<file path="src/source/ccu_macros.svh">
`ifndef CCU_MACROS_SVH
`define CCU_MACROS_SVH

// coherent ports, the port index sits in the top id bits
`define CCU_NUM_PORTS 4
`define CCU_PORT_IDX_W 2

// channel widths
`define CCU_ADDR_W 32
`define CCU_DATA_W 64
`define CCU_ID_W 4
`define CCU_SNOOP_W 4
`define CCU_CR_W 5
`define CCU_RRESP_W 4

// beats per cache line
`define CCU_LINE_BEATS 2

// snoop response bits
`define CR_DATA_BIT 0
`define CR_ERROR_BIT 1
`define CR_DIRTY_BIT 2
`define CR_SHARED_BIT 3

`endif
</file>
<file path="src/source/ccu_pkg.sv">
`include "ccu_macros.svh"

package ccu_pkg;

    typedef logic [`CCU_ADDR_W-1:0] addr_t;
    typedef logic [`CCU_DATA_W-1:0] data_t;
    typedef logic [`CCU_ID_W-1:0] id_t;
    typedef logic [`CCU_SNOOP_W-1:0] snoop_t;

    // bit 4 is the was-unique flag
    typedef logic [`CCU_CR_W-1:0] cr_resp_t;

    typedef logic [`CCU_NUM_PORTS-1:0] port_vec_t;
    typedef logic [`CCU_PORT_IDX_W-1:0] port_idx_t;

    // shared, dirty, then the two memory status bits
    typedef logic [`CCU_RRESP_W-1:0] rresp_t;

    typedef enum logic [2:0] {
        IDLE,
        DECODE,
        SNOOP_REQ,
        SNOOP_RESP,
        SNOOP_DATA,
        MEM_REQ,
        MEM_READ
    } ccu_state_e;

endpackage

</file>
<file path="src/source/ccu_top.sv">
`timescale 1ns/1ps
`include "ccu_macros.svh"

module ccu_top (
    input  logic                                      clk_i,
    input  logic                                      rst_ni,
    // initiator read address
    input  logic                                      ar_valid_i,
    input  ccu_pkg::addr_t                            ar_addr_i,
    input  ccu_pkg::id_t                              ar_id_i,
    input  ccu_pkg::snoop_t                           ar_snoop_i,
    output logic                                      ar_ready_o,
    // initiator read data
    output logic                                      r_valid_o,
    output ccu_pkg::data_t                            r_data_o,
    output ccu_pkg::id_t                              r_id_o,
    output ccu_pkg::rresp_t                           r_resp_o,
    output logic                                      r_last_o,
    input  logic                                      r_ready_i,
    // snoop address
    output ccu_pkg::port_vec_t                        ac_valid_o,
    output ccu_pkg::addr_t                            ac_addr_o,
    output ccu_pkg::snoop_t                           ac_snoop_o,
    input  ccu_pkg::port_vec_t                        ac_ready_i,
    // snoop response
    input  ccu_pkg::port_vec_t                        cr_valid_i,
    input  ccu_pkg::cr_resp_t [`CCU_NUM_PORTS-1:0]    cr_resp_i,
    output ccu_pkg::port_vec_t                        cr_ready_o,
    // snoop data
    input  ccu_pkg::port_vec_t                        cd_valid_i,
    input  ccu_pkg::data_t [`CCU_NUM_PORTS-1:0]       cd_data_i,
    input  ccu_pkg::port_vec_t                        cd_last_i,
    output ccu_pkg::port_vec_t                        cd_ready_o,
    // memory read address
    output logic                                      mem_ar_valid_o,
    output ccu_pkg::addr_t                            mem_ar_addr_o,
    output ccu_pkg::id_t                              mem_ar_id_o,
    input  logic                                      mem_ar_ready_i,
    // memory read data
    input  logic                                      mem_r_valid_i,
    input  ccu_pkg::data_t                            mem_r_data_i,
    input  logic [1:0]                                mem_r_resp_i,
    input  logic                                      mem_r_last_i,
    output logic                                      mem_r_ready_o
);
    import ccu_pkg::*;

    logic snoop_start, data_phase, line_done;
    logic all_acked, all_resp, snoop_hit, shared, dirty;
    port_vec_t initiator_mask, data_mask;
    port_idx_t first_idx;
    addr_t held_addr;
    id_t held_id;
    snoop_t held_snoop;

    // read data from the memory path and from the snoop line buffer
    logic ctrl_r_valid, ctrl_r_last, buf_r_valid, buf_r_last;
    data_t ctrl_r_data, buf_r_data;
    rresp_t ctrl_r_resp, buf_r_resp;

    ccu_ctrl ctrl0 (
        .clk_i, .rst_ni,
        .ar_valid_i, .ar_addr_i, .ar_id_i, .ar_snoop_i, .ar_ready_o,
        .all_acked_i(all_acked), .all_resp_i(all_resp),
        .snoop_hit_i(snoop_hit), .line_done_i(line_done),
        .snoop_start_o(snoop_start), .initiator_mask_o(initiator_mask),
        .data_phase_o(data_phase),
        .held_addr_o(held_addr), .held_id_o(held_id), .held_snoop_o(held_snoop),
        .mem_ar_valid_o, .mem_ar_addr_o, .mem_ar_id_o, .mem_ar_ready_i,
        .mem_r_valid_i, .mem_r_data_i, .mem_r_resp_i, .mem_r_last_i, .mem_r_ready_o,
        .r_valid_o(ctrl_r_valid), .r_data_o(ctrl_r_data),
        .r_resp_o(ctrl_r_resp), .r_last_o(ctrl_r_last), .r_ready_i
    );

    snoop_req_unit req0 (
        .clk_i, .rst_ni,
        .snoop_start_i(snoop_start), .initiator_mask_i(initiator_mask),
        .held_addr_i(held_addr), .held_snoop_i(held_snoop),
        .ac_valid_o, .ac_addr_o, .ac_snoop_o, .ac_ready_i,
        .all_acked_o(all_acked)
    );

    snoop_resp_collector resp0 (
        .clk_i, .rst_ni,
        .snoop_start_i(snoop_start), .initiator_mask_i(initiator_mask),
        .cr_valid_i, .cr_resp_i, .cr_ready_o,
        .all_resp_o(all_resp), .snoop_hit_o(snoop_hit), .data_mask_o(data_mask),
        .first_idx_o(first_idx), .shared_o(shared), .dirty_o(dirty)
    );

    // held id reaches the initiator through the buffer on both paths
    snoop_data_buffer buf0 (
        .clk_i, .rst_ni,
        .data_phase_i(data_phase), .data_mask_i(data_mask), .first_idx_i(first_idx),
        .shared_i(shared), .dirty_i(dirty), .held_id_i(held_id),
        .cd_valid_i, .cd_data_i, .cd_last_i, .cd_ready_o,
        .r_valid_o(buf_r_valid), .r_data_o(buf_r_data), .r_id_o,
        .r_resp_o(buf_r_resp), .r_last_o(buf_r_last), .r_ready_i,
        .line_done_o(line_done)
    );

    // the line buffer owns the read channel during the snoop data phase
    assign r_valid_o = data_phase ? buf_r_valid : ctrl_r_valid;
    assign r_data_o  = data_phase ? buf_r_data  : ctrl_r_data;
    assign r_resp_o  = data_phase ? buf_r_resp  : ctrl_r_resp;
    assign r_last_o  = data_phase ? buf_r_last  : ctrl_r_last;

endmodule

</file>
<file path="src/source/snoop_data_buffer.sv">
`timescale 1ns/1ps
`include "ccu_macros.svh"

module snoop_data_buffer (
    input  logic                                 clk_i,
    input  logic                                 rst_ni,
    input  logic                                 data_phase_i,
    input  ccu_pkg::port_vec_t                   data_mask_i,
    input  ccu_pkg::port_idx_t                   first_idx_i,
    input  logic                                 shared_i,
    input  logic                                 dirty_i,
    input  ccu_pkg::id_t                         held_id_i,
    input  ccu_pkg::port_vec_t                   cd_valid_i,
    input  ccu_pkg::data_t [`CCU_NUM_PORTS-1:0]  cd_data_i,
    input  ccu_pkg::port_vec_t                   cd_last_i,
    output ccu_pkg::port_vec_t                   cd_ready_o,
    output logic                                 r_valid_o,
    output ccu_pkg::data_t                       r_data_o,
    output ccu_pkg::id_t                         r_id_o,
    output ccu_pkg::rresp_t                      r_resp_o,
    output logic                                 r_last_o,
    input  logic                                 r_ready_i,
    output logic                                 line_done_o
);
    import ccu_pkg::*;

    localparam int unsigned PTR_W = $clog2(`CCU_LINE_BEATS);

    data_t buf_mem [`CCU_LINE_BEATS];
    logic [PTR_W-1:0] wr_ptr_q, beat_q;
    logic [1:0] count_q;
    logic r_done_q;
    port_vec_t cd_done_q, cd_hs;
    logic fwd_hs, r_hs;

    // ------------------------------------------------------------------
    // snoop data intake
    // ------------------------------------------------------------------
    // other data ports keep draining, their beats are dropped
    always_comb begin
        for (int i = 0; i < `CCU_NUM_PORTS; i++) begin
            cd_ready_o[i] = data_phase_i & data_mask_i[i] & ~cd_done_q[i];
        end
        if (count_q == 2'd2) begin
            cd_ready_o[first_idx_i] = 1'b0;
        end
    end

    assign cd_hs  = cd_valid_i & cd_ready_o;
    assign fwd_hs = cd_hs[first_idx_i];
    assign r_hs   = r_valid_o && r_ready_i;

    always_ff @(posedge clk_i) begin
        if (fwd_hs) begin
            buf_mem[wr_ptr_q] <= cd_data_i[first_idx_i];
        end
    end

    // cleared between transactions
    always_ff @(posedge clk_i or negedge rst_ni) begin
        if (!rst_ni) begin
            wr_ptr_q  <= '0;
            beat_q    <= '0;
            count_q   <= '0;
            r_done_q  <= 1'b0;
            cd_done_q <= '0;
        end else if (!data_phase_i) begin
            wr_ptr_q  <= '0;
            beat_q    <= '0;
            count_q   <= '0;
            r_done_q  <= 1'b0;
            cd_done_q <= '0;
        end else begin
            cd_done_q <= cd_done_q | (cd_hs & cd_last_i);
            count_q   <= count_q + 2'(fwd_hs) - 2'(r_hs);
            if (fwd_hs) begin
                wr_ptr_q <= wr_ptr_q + 1'b1;
            end
            if (r_hs) begin
                beat_q <= beat_q + 1'b1;
                if (r_last_o) begin
                    r_done_q <= 1'b1;
                end
            end
        end
    end

    // ------------------------------------------------------------------
    // initiator read channel
    // ------------------------------------------------------------------
    assign r_valid_o = data_phase_i && (count_q != 2'd0);
    assign r_data_o  = buf_mem[beat_q];
    assign r_id_o    = held_id_i;
    assign r_resp_o  = {shared_i, dirty_i, 2'b00};
    assign r_last_o  = (beat_q == PTR_W'(`CCU_LINE_BEATS - 1));

    // every data port finished and the last beat taken by the initiator
    assign line_done_o = data_phase_i
        && (((cd_done_q | (cd_hs & cd_last_i)) & data_mask_i) == data_mask_i)
        && (r_done_q || (r_hs && r_last_o));

    a_fill_limit: assert property (@(posedge clk_i) disable iff (!rst_ni)
        count_q <= 2'd2);

    a_r_stable: assert property (@(posedge clk_i) disable iff (!rst_ni)
        r_valid_o && !r_ready_i |=> r_valid_o && $stable(r_data_o));

endmodule

</file>
<file path="src/source/snoop_resp_collector.sv">
`timescale 1ns/1ps
`include "ccu_macros.svh"

module snoop_resp_collector (
    input  logic                                    clk_i,
    input  logic                                    rst_ni,
    input  logic                                    snoop_start_i,
    input  ccu_pkg::port_vec_t                      initiator_mask_i,
    input  ccu_pkg::port_vec_t                      cr_valid_i,
    input  ccu_pkg::cr_resp_t [`CCU_NUM_PORTS-1:0]  cr_resp_i,
    output ccu_pkg::port_vec_t                      cr_ready_o,
    output logic                                    all_resp_o,
    output logic                                    snoop_hit_o,
    output ccu_pkg::port_vec_t                      data_mask_o,
    output ccu_pkg::port_idx_t                      first_idx_o,
    output logic                                    shared_o,
    output logic                                    dirty_o
);
    import ccu_pkg::*;

    port_vec_t responded_q, data_q, error_q, dirty_q, shared_q;
    port_vec_t hit_mask;

    // idle with every port marked as responded, so no ready is raised
    always_ff @(posedge clk_i or negedge rst_ni) begin
        if (!rst_ni) begin
            responded_q <= '1;
            data_q      <= '0;
            error_q     <= '0;
            dirty_q     <= '0;
            shared_q    <= '0;
        end else if (snoop_start_i) begin
            responded_q <= initiator_mask_i;
            data_q      <= '0;
            error_q     <= '0;
            dirty_q     <= '0;
            shared_q    <= '0;
        end else begin
            for (int i = 0; i < `CCU_NUM_PORTS; i++) begin
                if (cr_valid_i[i] && cr_ready_o[i]) begin
                    responded_q[i] <= 1'b1;
                    data_q[i]      <= cr_resp_i[i][`CR_DATA_BIT];
                    error_q[i]     <= cr_resp_i[i][`CR_ERROR_BIT];
                    dirty_q[i]     <= cr_resp_i[i][`CR_DIRTY_BIT];
                    shared_q[i]    <= cr_resp_i[i][`CR_SHARED_BIT];
                end
            end
        end
    end

    assign cr_ready_o = ~responded_q;
    assign all_resp_o = &responded_q;

    // usable data means data without error
    assign hit_mask    = data_q & ~error_q;
    assign snoop_hit_o = |hit_mask;
    assign data_mask_o = data_q;
    assign shared_o    = |shared_q;
    assign dirty_o     = |dirty_q;

    // lowest index wins
    always_comb begin
        first_idx_o = '0;
        for (int i = `CCU_NUM_PORTS - 1; i >= 0; i--) begin
            if (hit_mask[i]) begin
                first_idx_o = port_idx_t'(i);
            end
        end
    end

endmodule

</file>
<file path="src/source/snoop_req_unit.sv">
`timescale 1ns/1ps
`include "ccu_macros.svh"

module snoop_req_unit (
    input  logic                 clk_i,
    input  logic                 rst_ni,
    input  logic                 snoop_start_i,
    input  ccu_pkg::port_vec_t   initiator_mask_i,
    input  ccu_pkg::addr_t       held_addr_i,
    input  ccu_pkg::snoop_t      held_snoop_i,
    output ccu_pkg::port_vec_t   ac_valid_o,
    output ccu_pkg::addr_t       ac_addr_o,
    output ccu_pkg::snoop_t      ac_snoop_o,
    input  ccu_pkg::port_vec_t   ac_ready_i,
    output logic                 all_acked_o
);
    import ccu_pkg::*;

    logic active_q;
    port_vec_t acked_q;

    // the initiator counts as acked from the start
    always_ff @(posedge clk_i or negedge rst_ni) begin
        if (!rst_ni) begin
            active_q <= 1'b0;
            acked_q  <= '0;
        end else if (snoop_start_i) begin
            active_q <= 1'b1;
            acked_q  <= initiator_mask_i;
        end else if (active_q) begin
            if (&acked_q) begin
                active_q <= 1'b0;
            end
            acked_q <= acked_q | (ac_valid_o & ac_ready_i);
        end
    end

    assign ac_valid_o  = {`CCU_NUM_PORTS{active_q}} & ~acked_q;
    assign ac_addr_o   = held_addr_i;
    assign ac_snoop_o  = held_snoop_i;
    assign all_acked_o = active_q && (&acked_q);

endmodule

</file>
<file path="src/source/ccu_ctrl.sv">
`timescale 1ns/1ps
`include "ccu_macros.svh"

module ccu_ctrl (
    input  logic                 clk_i,
    input  logic                 rst_ni,
    input  logic                 ar_valid_i,
    input  ccu_pkg::addr_t       ar_addr_i,
    input  ccu_pkg::id_t         ar_id_i,
    input  ccu_pkg::snoop_t      ar_snoop_i,
    output logic                 ar_ready_o,
    input  logic                 all_acked_i,
    input  logic                 all_resp_i,
    input  logic                 snoop_hit_i,
    input  logic                 line_done_i,
    output logic                 snoop_start_o,
    output ccu_pkg::port_vec_t   initiator_mask_o,
    output logic                 data_phase_o,
    output ccu_pkg::addr_t       held_addr_o,
    output ccu_pkg::id_t         held_id_o,
    output ccu_pkg::snoop_t      held_snoop_o,
    output logic                 mem_ar_valid_o,
    output ccu_pkg::addr_t       mem_ar_addr_o,
    output ccu_pkg::id_t         mem_ar_id_o,
    input  logic                 mem_ar_ready_i,
    input  logic                 mem_r_valid_i,
    input  ccu_pkg::data_t       mem_r_data_i,
    input  logic [1:0]           mem_r_resp_i,
    input  logic                 mem_r_last_i,
    output logic                 mem_r_ready_o,
    output logic                 r_valid_o,
    output ccu_pkg::data_t       r_data_o,
    output ccu_pkg::rresp_t      r_resp_o,
    output logic                 r_last_o,
    input  logic                 r_ready_i
);
    import ccu_pkg::*;

    ccu_state_e state_q, state_d;
    addr_t held_addr_q;
    id_t held_id_q;
    snoop_t held_snoop_q;

    // ------------------------------------------------------------------
    // request holding
    // ------------------------------------------------------------------
    // request payload captured while idle
    always_ff @(posedge clk_i) begin
        if (state_q == IDLE && ar_valid_i) begin
            held_addr_q  <= ar_addr_i;
            held_id_q    <= ar_id_i;
            held_snoop_q <= ar_snoop_i;
        end
    end

    assign held_addr_o  = held_addr_q;
    assign held_id_o    = held_id_q;
    assign held_snoop_o = held_snoop_q;

    // initiator port from the top id bits
    assign initiator_mask_o =
        port_vec_t'(1'b1) << held_id_q[`CCU_ID_W-1 -: `CCU_PORT_IDX_W];

    // ------------------------------------------------------------------
    // transaction FSM
    // ------------------------------------------------------------------
    always_ff @(posedge clk_i or negedge rst_ni) begin
        if (!rst_ni) begin
            state_q <= IDLE;
        end else begin
            state_q <= state_d;
        end
    end

    always_comb begin
        state_d = state_q;
        case (state_q)
            IDLE:       if (ar_valid_i) state_d = DECODE;
            DECODE:     state_d = SNOOP_REQ;
            SNOOP_REQ:  if (all_acked_i) state_d = SNOOP_RESP;
            SNOOP_RESP: begin
                if (all_resp_i) begin
                    state_d = snoop_hit_i ? SNOOP_DATA : MEM_REQ;
                end
            end
            SNOOP_DATA: if (line_done_i) state_d = IDLE;
            MEM_REQ:    if (mem_ar_ready_i) state_d = MEM_READ;
            MEM_READ: begin
                // last accepted memory beat closes the transaction
                if (mem_r_valid_i && r_ready_i && mem_r_last_i) begin
                    state_d = IDLE;
                end
            end
            default:    state_d = IDLE;
        endcase
    end

    assign ar_ready_o    = (state_q == DECODE);
    assign snoop_start_o = (state_q == DECODE);
    assign data_phase_o  = (state_q == SNOOP_DATA);

    // ------------------------------------------------------------------
    // memory read path
    // ------------------------------------------------------------------
    assign mem_ar_valid_o = (state_q == MEM_REQ);
    assign mem_ar_addr_o  = held_addr_q;
    assign mem_ar_id_o    = held_id_q;

    // beats pass straight through to the initiator
    assign mem_r_ready_o = (state_q == MEM_READ) && r_ready_i;
    assign r_valid_o     = (state_q == MEM_READ) && mem_r_valid_i;
    assign r_data_o      = mem_r_data_i;
    assign r_resp_o      = {2'b00, mem_r_resp_i};
    assign r_last_o      = mem_r_last_i;

    // the held request is the one being accepted
    a_ar_capture: assert property (@(posedge clk_i) disable iff (!rst_ni)
        ar_ready_o |-> held_addr_q == ar_addr_i && held_id_q == ar_id_i
            && held_snoop_q == ar_snoop_i);

    a_mem_ar_hold: assert property (@(posedge clk_i) disable iff (!rst_ni)
        mem_ar_valid_o && !mem_ar_ready_i |=> mem_ar_valid_o && $stable(mem_ar_addr_o));

endmodule

</file>
<file path="config.mk">
export PLATFORM = sky130hd
export DESIGN_NAME = ccu_top
export DESIGN_NICKNAME = d
export VERILOG_FILES = /design/src/source/ccu_pkg.sv /design/src/source/ccu_top.sv /design/src/source/snoop_data_buffer.sv /design/src/source/snoop_resp_collector.sv /design/src/source/snoop_req_unit.sv /design/src/source/ccu_ctrl.sv
export VERILOG_INCLUDE_DIRS = /design/src /design/src/source
export SDC_FILE = /design/constraint.sdc
export NUM_CORES = 1
export LEC_CHECK = 0
export BUFFER_PORTS_ARGS = -buffer_cell sky130_fd_sc_hd__buf_2
export CORE_AREA = 2 2 221 223
export CTS_CLUSTER_DIAMETER = 150
export DETAILED_ROUTE_END_ITERATION = 10
export DIE_AREA = 0 0 223 225
export GPL_TIMING_DRIVEN = 0
export PLACE_DENSITY = 0.47
export SLEW_MARGIN = 10
export SYNTH_ARGS = -nofsm -noshare
export SYNTH_HDL_FRONTEND = slang
export SYNTH_SLANG_ARGS = --single-unit
</file>
<file path="constraint.sdc">
create_clock -name clk_i -period 6.71 [get_ports clk_i]
set_input_delay 1.342 -clock clk_i [delete_from_list [all_inputs] [get_ports clk_i]]
set_output_delay 1.342 -clock clk_i [all_outputs]
set_load 0.02 [all_outputs]
</file>
== Word-level counts from Yosys, hierarchy flattened ==
Memories as Yosys holds them, arrays and structs flattened.
Index checks and enable logic that the tools add are counted.
Widths: inputs -> output; s select.

* RAM bits: 128
* Bits of input ports: 405
* Bits in read-only memories: 0
* Word-level logic and storage cells: 176
* Memories kept: 1
* Latch bits: 0
* Output and inout port bits: 161
* Bits in registers: 77

* Reductions and logical operators: 31
* Add/subtract/negate cells: 4
* Div/mod/pow operators: 0
* Bitwise operators: 25
* Shift operators: 1
* Equal/unequal tests: 17
* Multipliers: 0
* Order comparisons: 2
* Muxes and demuxes: 64

{| class="wikitable"
|+ Memories
! name !! depth !! width !! read ports !! clocked after Yosys merged registers in !! write ports !! line !! RTL
|-
| buf0.buf_mem || 2 || 64 || 1 || 0 || 1 || snoop_data_buffer.sv:29 || <nowiki>data_t buf_mem [`CCU_LINE_BEATS];</nowiki>
|}

{| class="wikitable"
|+ Operators with widths
! cell !! count
|-
| $bmux 64 s2 || 1
|-
| $mux 64 || 2
|-
| $mux 4 || 10
|-
| $mux 1 || 37
|-
| $and 4x4->4 || 7
|-
| $pmux 3 s7 || 1
|-
| $mux 3 || 6
|-
| $logic_and 1x1->1 || 16
|-
| $not 4->4 || 4
|-
| $ne 2x2->1 const B || 7
|-
| $reduce_bool 2->1 || 6
|-
| $reduce_or 4->1 || 3
|-
| $mux 2 || 5
|-
| $eq 3x3->1 const B || 3
|-
| $and 1x1->1 || 8
|-
| $or 4x4->4 || 2
|-
| $reduce_and 4->1 || 2
|-
| $eq 3x2->1 const B || 2
|-
| $reduce_and 6->1 || 1
|-
| $eq 4x4->1 || 1
|-
| $ne 2x1->1 const B || 2
|-
| $not 1->1 || 4
|-
| $shl 1x2->4 const A || 1
|-
| $eq 3x1->1 const B || 1
|-
| other kinds (11) || 12
|}

== Longest topological paths before layout ==
* Depth in word-level cells: 22
* Depth in mapped cells: 9

== Modules after synthesis ==
Synthesis repeated with hierarchy kept, for this count alone.

* Cells, all modules: 773
* Area, all modules: 11746.3 um^2

{| class="wikitable"
|+ Modules (own cells, without submodules)
! module !! times used !! cells an instance !! seq. area each (um^2) !! area an instance (um^2)
|-
| snoop_data_buffer || 1 || 358 || 4068.9 || 6852.8
|-
| ccu_ctrl || 1 || 179 || 1276.2 || 2265.9
|-
| ccu_top || 1 || 78 || 0.0 || 1202.4
|-
| snoop_resp_collector || 1 || 96 || 505.5 || 933.4
|-
| snoop_req_unit || 1 || 62 || 125.1 || 491.7
|}

== Least setup slack after synthesis ==
OpenSTA, ideal clock, no wires.

* Path type: input-to-reg
* Start: in cd_valid_i[1]
* End: mem buf0.buf_mem[0][0] (netlist name), enable pin
* Arrival: 5.037 ns
* Buffers on the path: 0
* Setup slack: 1.179 ns
* Library setup time: 0.494 ns
* Stages: 4
* Cells stage by stage: inv_1 > o41a_1 > nor4_4 > nor2b_1

* Longest elaborated chain between the ends: 5

{| class="wikitable"
|+ RTL lines
! item !! line !! RTL
|-
| from (decl) || ccu_top.sv:30 || <nowiki>input ccu_pkg::port_vec_t cd_valid_i,</nowiki>
|-
| $and 4x4->4 || snoop_data_buffer.sv:49 || <nowiki>assign cd_hs = cd_valid_i & cd_ready_o;</nowiki>
|-
| $bmux 1 s2 || snoop_data_buffer.sv:50 || <nowiki>assign fwd_hs = cd_hs[first_idx_i];</nowiki>
|-
| $mux 1 (not written as such) || snoop_data_buffer.sv:50 ||
|-
| $mux 1 || snoop_data_buffer.sv:54 || <nowiki>if (fwd_hs) begin</nowiki>
|-
| $mux 1 (not written as such) || snoop_data_buffer.sv:55 || <nowiki>buf_mem[wr_ptr_q] <= cd_data_i[first_idx_i];</nowiki>
|-
| to (decl) || snoop_data_buffer.sv:29 ||
|}

No other way between the ends. The select of a mux whose other input is x is not followed.

== Worst setup path after layout ==
* Start: reg buf0.beat_q, in the netlist buf0.r_last_o
* End: out r_data_o[33]

* Longest elaborated chain between the ends: 2

{| class="wikitable"
|+ RTL lines
! item !! line !! RTL
|-
| from (decl) || snoop_data_buffer.sv:30 || <nowiki>logic [PTR_W-1:0] wr_ptr_q, beat_q;</nowiki>
|-
| from (signal assigned) || snoop_data_buffer.sv:80 || <nowiki>beat_q <= beat_q + 1'b1;</nowiki>
|-
| $mem_v2 2x64 || n/a ||
|-
| $mux 64 || ccu_top.sv:104 || <nowiki>assign r_data_o = data_phase ? buf_r_data : ctrl_r_data;</nowiki>
|-
| to (decl) || ccu_top.sv:15 || <nowiki>output ccu_pkg::data_t r_data_o,</nowiki>
|}

No other way between the ends.

==> summary.md <==
| Metric | Value |
|---|---|
| Routed Antenna Nets | 0 |
| GRT Util Overall | 16.56% |
| First drt pass iteration count | 9 |
| Post-Route WL | 43350 um |
| Fin crit share | 72.55% |
| Maximum vdd drop | 219.5 uV |
| CTS tree | done |
| MaxCap Viol Count | 0 |
| Clk sink count | 205 |
| Metal3 WL | 3451 um |
| Worst Hold Depth | 2 |
| Largest net degree at the start of global routing | 52 |
| Highest Signal Layer | met5 |
| Largest cells by area after synthesis | edfxtp_1, dfrtp_1, nand2_1 |
| Routed wl met2 | 22060 um |
| Largest delay share family, worst path | buffers and inverters |
| R2R setup slack | 3.30 ns |
| Post-synth design cell area | 9898 um2 |
| Vias in the first global route | 9411 |
| Hold Path Sink | buf0.cd_done_q[1]$_DFF_PN0_ |
| Mapped Avg Cell Area | 11.36 um2 |
| Hold Path Class | reg2reg |
| Crit end category | output pin |
| Post-synthesis register bit count | 205 |
| Initial Util | 20.82% |
| Unrepaired setup endpoints after global routing | no |
| Worst-case reg-to-reg path depth | 6 |
| Final Max Tran Viols | 0 |
| Reg with most FFs | buf0.buf_mem |
| CTS Buf Count | 25 |
| Min Hold Slack | 0.4914 ns |
| Gate Count Post-Synth | 871 |
| PD cells | 480.8 nW/um2 |
| IO Count | 566 |
| Hold-fix buffers, CTS | 0 |
| Fin util | 30.23% |
| Placement Rows | 80 |
| Drt via density | 4.470 |
| Skew final | 0.01201 ns |
| Register Area | 5976 um2 |
| Met1 Wirelength | 16570 um |
| Layout area overhead | 45.19% |
| Synth area leader | edfxtp_1 |
| Slowest cell delay on critical path | 0.80 ns |
| First-pass GRT wire length | 60630 um |
| Multi-input gate area | 3386 um2 |
| Sequential share of the synthesized area | 60.37% |
| Longest Clk Path Bufs | 3 |
| Horiz. Die Dim | 223 um |
| Rel. slew slack | 16.88% |
| Cell with the most instances after synthesis | nand2_1 |
| Crit. Startpoint | buf0.r_last_o$_DFFE_PN0P_ |
| Initial antenna violation count | 12 |
| Synth cell count leaders | nand2_1, edfxtp_1, mux2i_1 |
| Syn nets | 1278 |
| Netlist cell types | 43 |
| Share of cells above drive strength 1 | 43.66% |
| Post-route DRC | 0 |
| EDFF count, synth | 168 |
| Root buf cell | clkbuf_16 |
| Warnings, synthesis | 0 |
| Initial drt markers | 656 |
| Bufs and invs on worst path | 4 |
| Reg clk slew, reported paths | 0.06 ns |
| Nets | 1871 |
| Slew of the pin with the lowest slew margin | 1.247 ns |
| Crit path kind | reg2out |
| Final min period | 4.868 ns |
| Fillers | 5018 |
| Most common cell on crit path | buf_1 |
| Share of the synthesized area in the top cell type | 50.97% |
| Worst Path Required | 5.37 ns |
| Synth Flop Type | edfxtp_1 |
| Critical-path top delay cell | buf_1 |
| Reg-to-reg critical path startpoint | resp0.data_mask_o[0]$_DFFE_PN0P_ |
| Die ar. | 50180 um2 |
| F_max | 0.2054 GHz |
| Clock latency on the worst-skew pair | 0.53 ns |
| Max FFs per register | 128 |
| P_leak | 6.374 nW |
| CP arrival | 3.53 ns |
| Worst-path maximum fanout | 10 |
| Hold Path Origin | buf0.cd_done_q[1]$_DFF_PN0_ |
| Setup Fix Bufs, Post-CTS | 0 |
| Grt total ovfl | 0 |
| H-tree Lvls | 1 |
| Startpoint types | flop |
| Async SR Flop Fraction | 18.05% |
| R2R Path End | buf0.buf_mem[0][50]$_DFFE_PP_ |
| Final Hold Vio Count | 0 |
| Routed WL per cell | 20.64 um |
| Core box area | 47550 um2 |
| Die H | 225 um |
| Status | complete, no violations |
| Total number of vias | 9386 |
| Port Buf Inserts | 561 |
| GPL Wtd Cong | 0.9199 |
| Critical Path, Cell by Cell | clkbuf_1, buf_1, buf_1, mux2i_1, o21ai_0, buf_2 |
| PostCTS Resize Cnt | 0 |
| Final setup viols | 0 |
| Hpwl dp | 34430 um |
## tightest hold or removal path: stages (launching register included)
cell     delay (ns)
dfrtp_1        0.34
a31oi_1        0.04
nor2_1         0.07
## how the worst max path moves through the flow
stage,to,slack (ns),cells past startpoint
floorplan,buf0.buf_mem[0][0]$_DFFE_PP_,1.18,4
global placement,buf0.buf_mem[0][10]$_DFFE_PP_,-1.29,5
detailed placement,r_data_o[33],2.18,6
CTS,r_data_o[33],1.56,6
global route,r_data_o[27],1.49,6
finish,r_data_o[33],1.84,6
## cell type report
type                    count  area share (%)
diodes                      3         0.05224
plain buffers              96           3.526
clock buffers              37           4.806
clock inverters             8          0.6094
inverters                  11          0.2873
multi-input cells         559           23.56
flip-flops and latches    205           41.58
well taps                 615           5.354
repair buffers            566           20.22
## routing by layer
layer | track usage, % | vias up
li1 | - | 4402
met1 | 19.01 | 4450
met2 | 30.36 | 453
met3 | 4.407 | 67
met4 | 4.287 | 14
met5 | 0 | -
## cell families after synthesis
| family | Yosys count | synth area share, % |
|---|---|---|
| AOI/OAI and AO/OA | 169 | 12.49 |
| buffers and inverters | 107 | 5.537 |
| and+or+nand+nor | 307 | 13.21 |
| muxes | 77 | 7.787 |
| xor gates and xnor gates | 4 | 0.3540 |
| DFF | 205 | 60.37 |
| adders and majority gates | 2 | 0.2528 |
## layout by cell type, fill, tap and decap left out, types with 4 or more instances in the layout
cell       Yosys  final
clkbuf_16      0     25
nor3_1         4      4
inv_1         10     10
nand3_1        5      5
nand2_1      216    216
o21ai_0       68     68
clkinv_1       1      4
dfrtp_1       33     33
clkbuf_1      45     55
nor2_1        37     37
a21oi_1       17     17
buf_4         37     37
a222oi_1      64     64
nand2b_1      13     13
mux2i_1       77     77
nor2b_1       14     13
edfxtp_1     168    168
buf_1         13     13
buf_2          0    561
a41oi_1        5      5
dfstp_2        4      4
## where the power goes
part	internal, mW	switching (mW)
clock	0.784	0.521
sequential	2.05	0.135
combinational	1.05	2.37
## through the flow
| step | setup WS [ns] | instance area (um2) | TNS (ns) | power [mW] | std cells |
|---|---|---|---|---|---|
| floorplan | 1.179 | 9898 | 0 | 4.193 | 871 |
| global placement | -1.291 | 13480 | -81.99 | 5.632 | 2047 |
| CTS | 1.564 | 14360 | 0 | 7.068 | 2097 |
| global route | 1.494 | 14370 | 0 | 7.376 | 2099 |
| finish | 1.842 | 14370 | 0 | 6.909 | 2100 |
| detailed placement | 2.176 | 13590 | 0 | 5.728 | 2052 |
No activity file was read; power rests on OpenSTA's default activity.
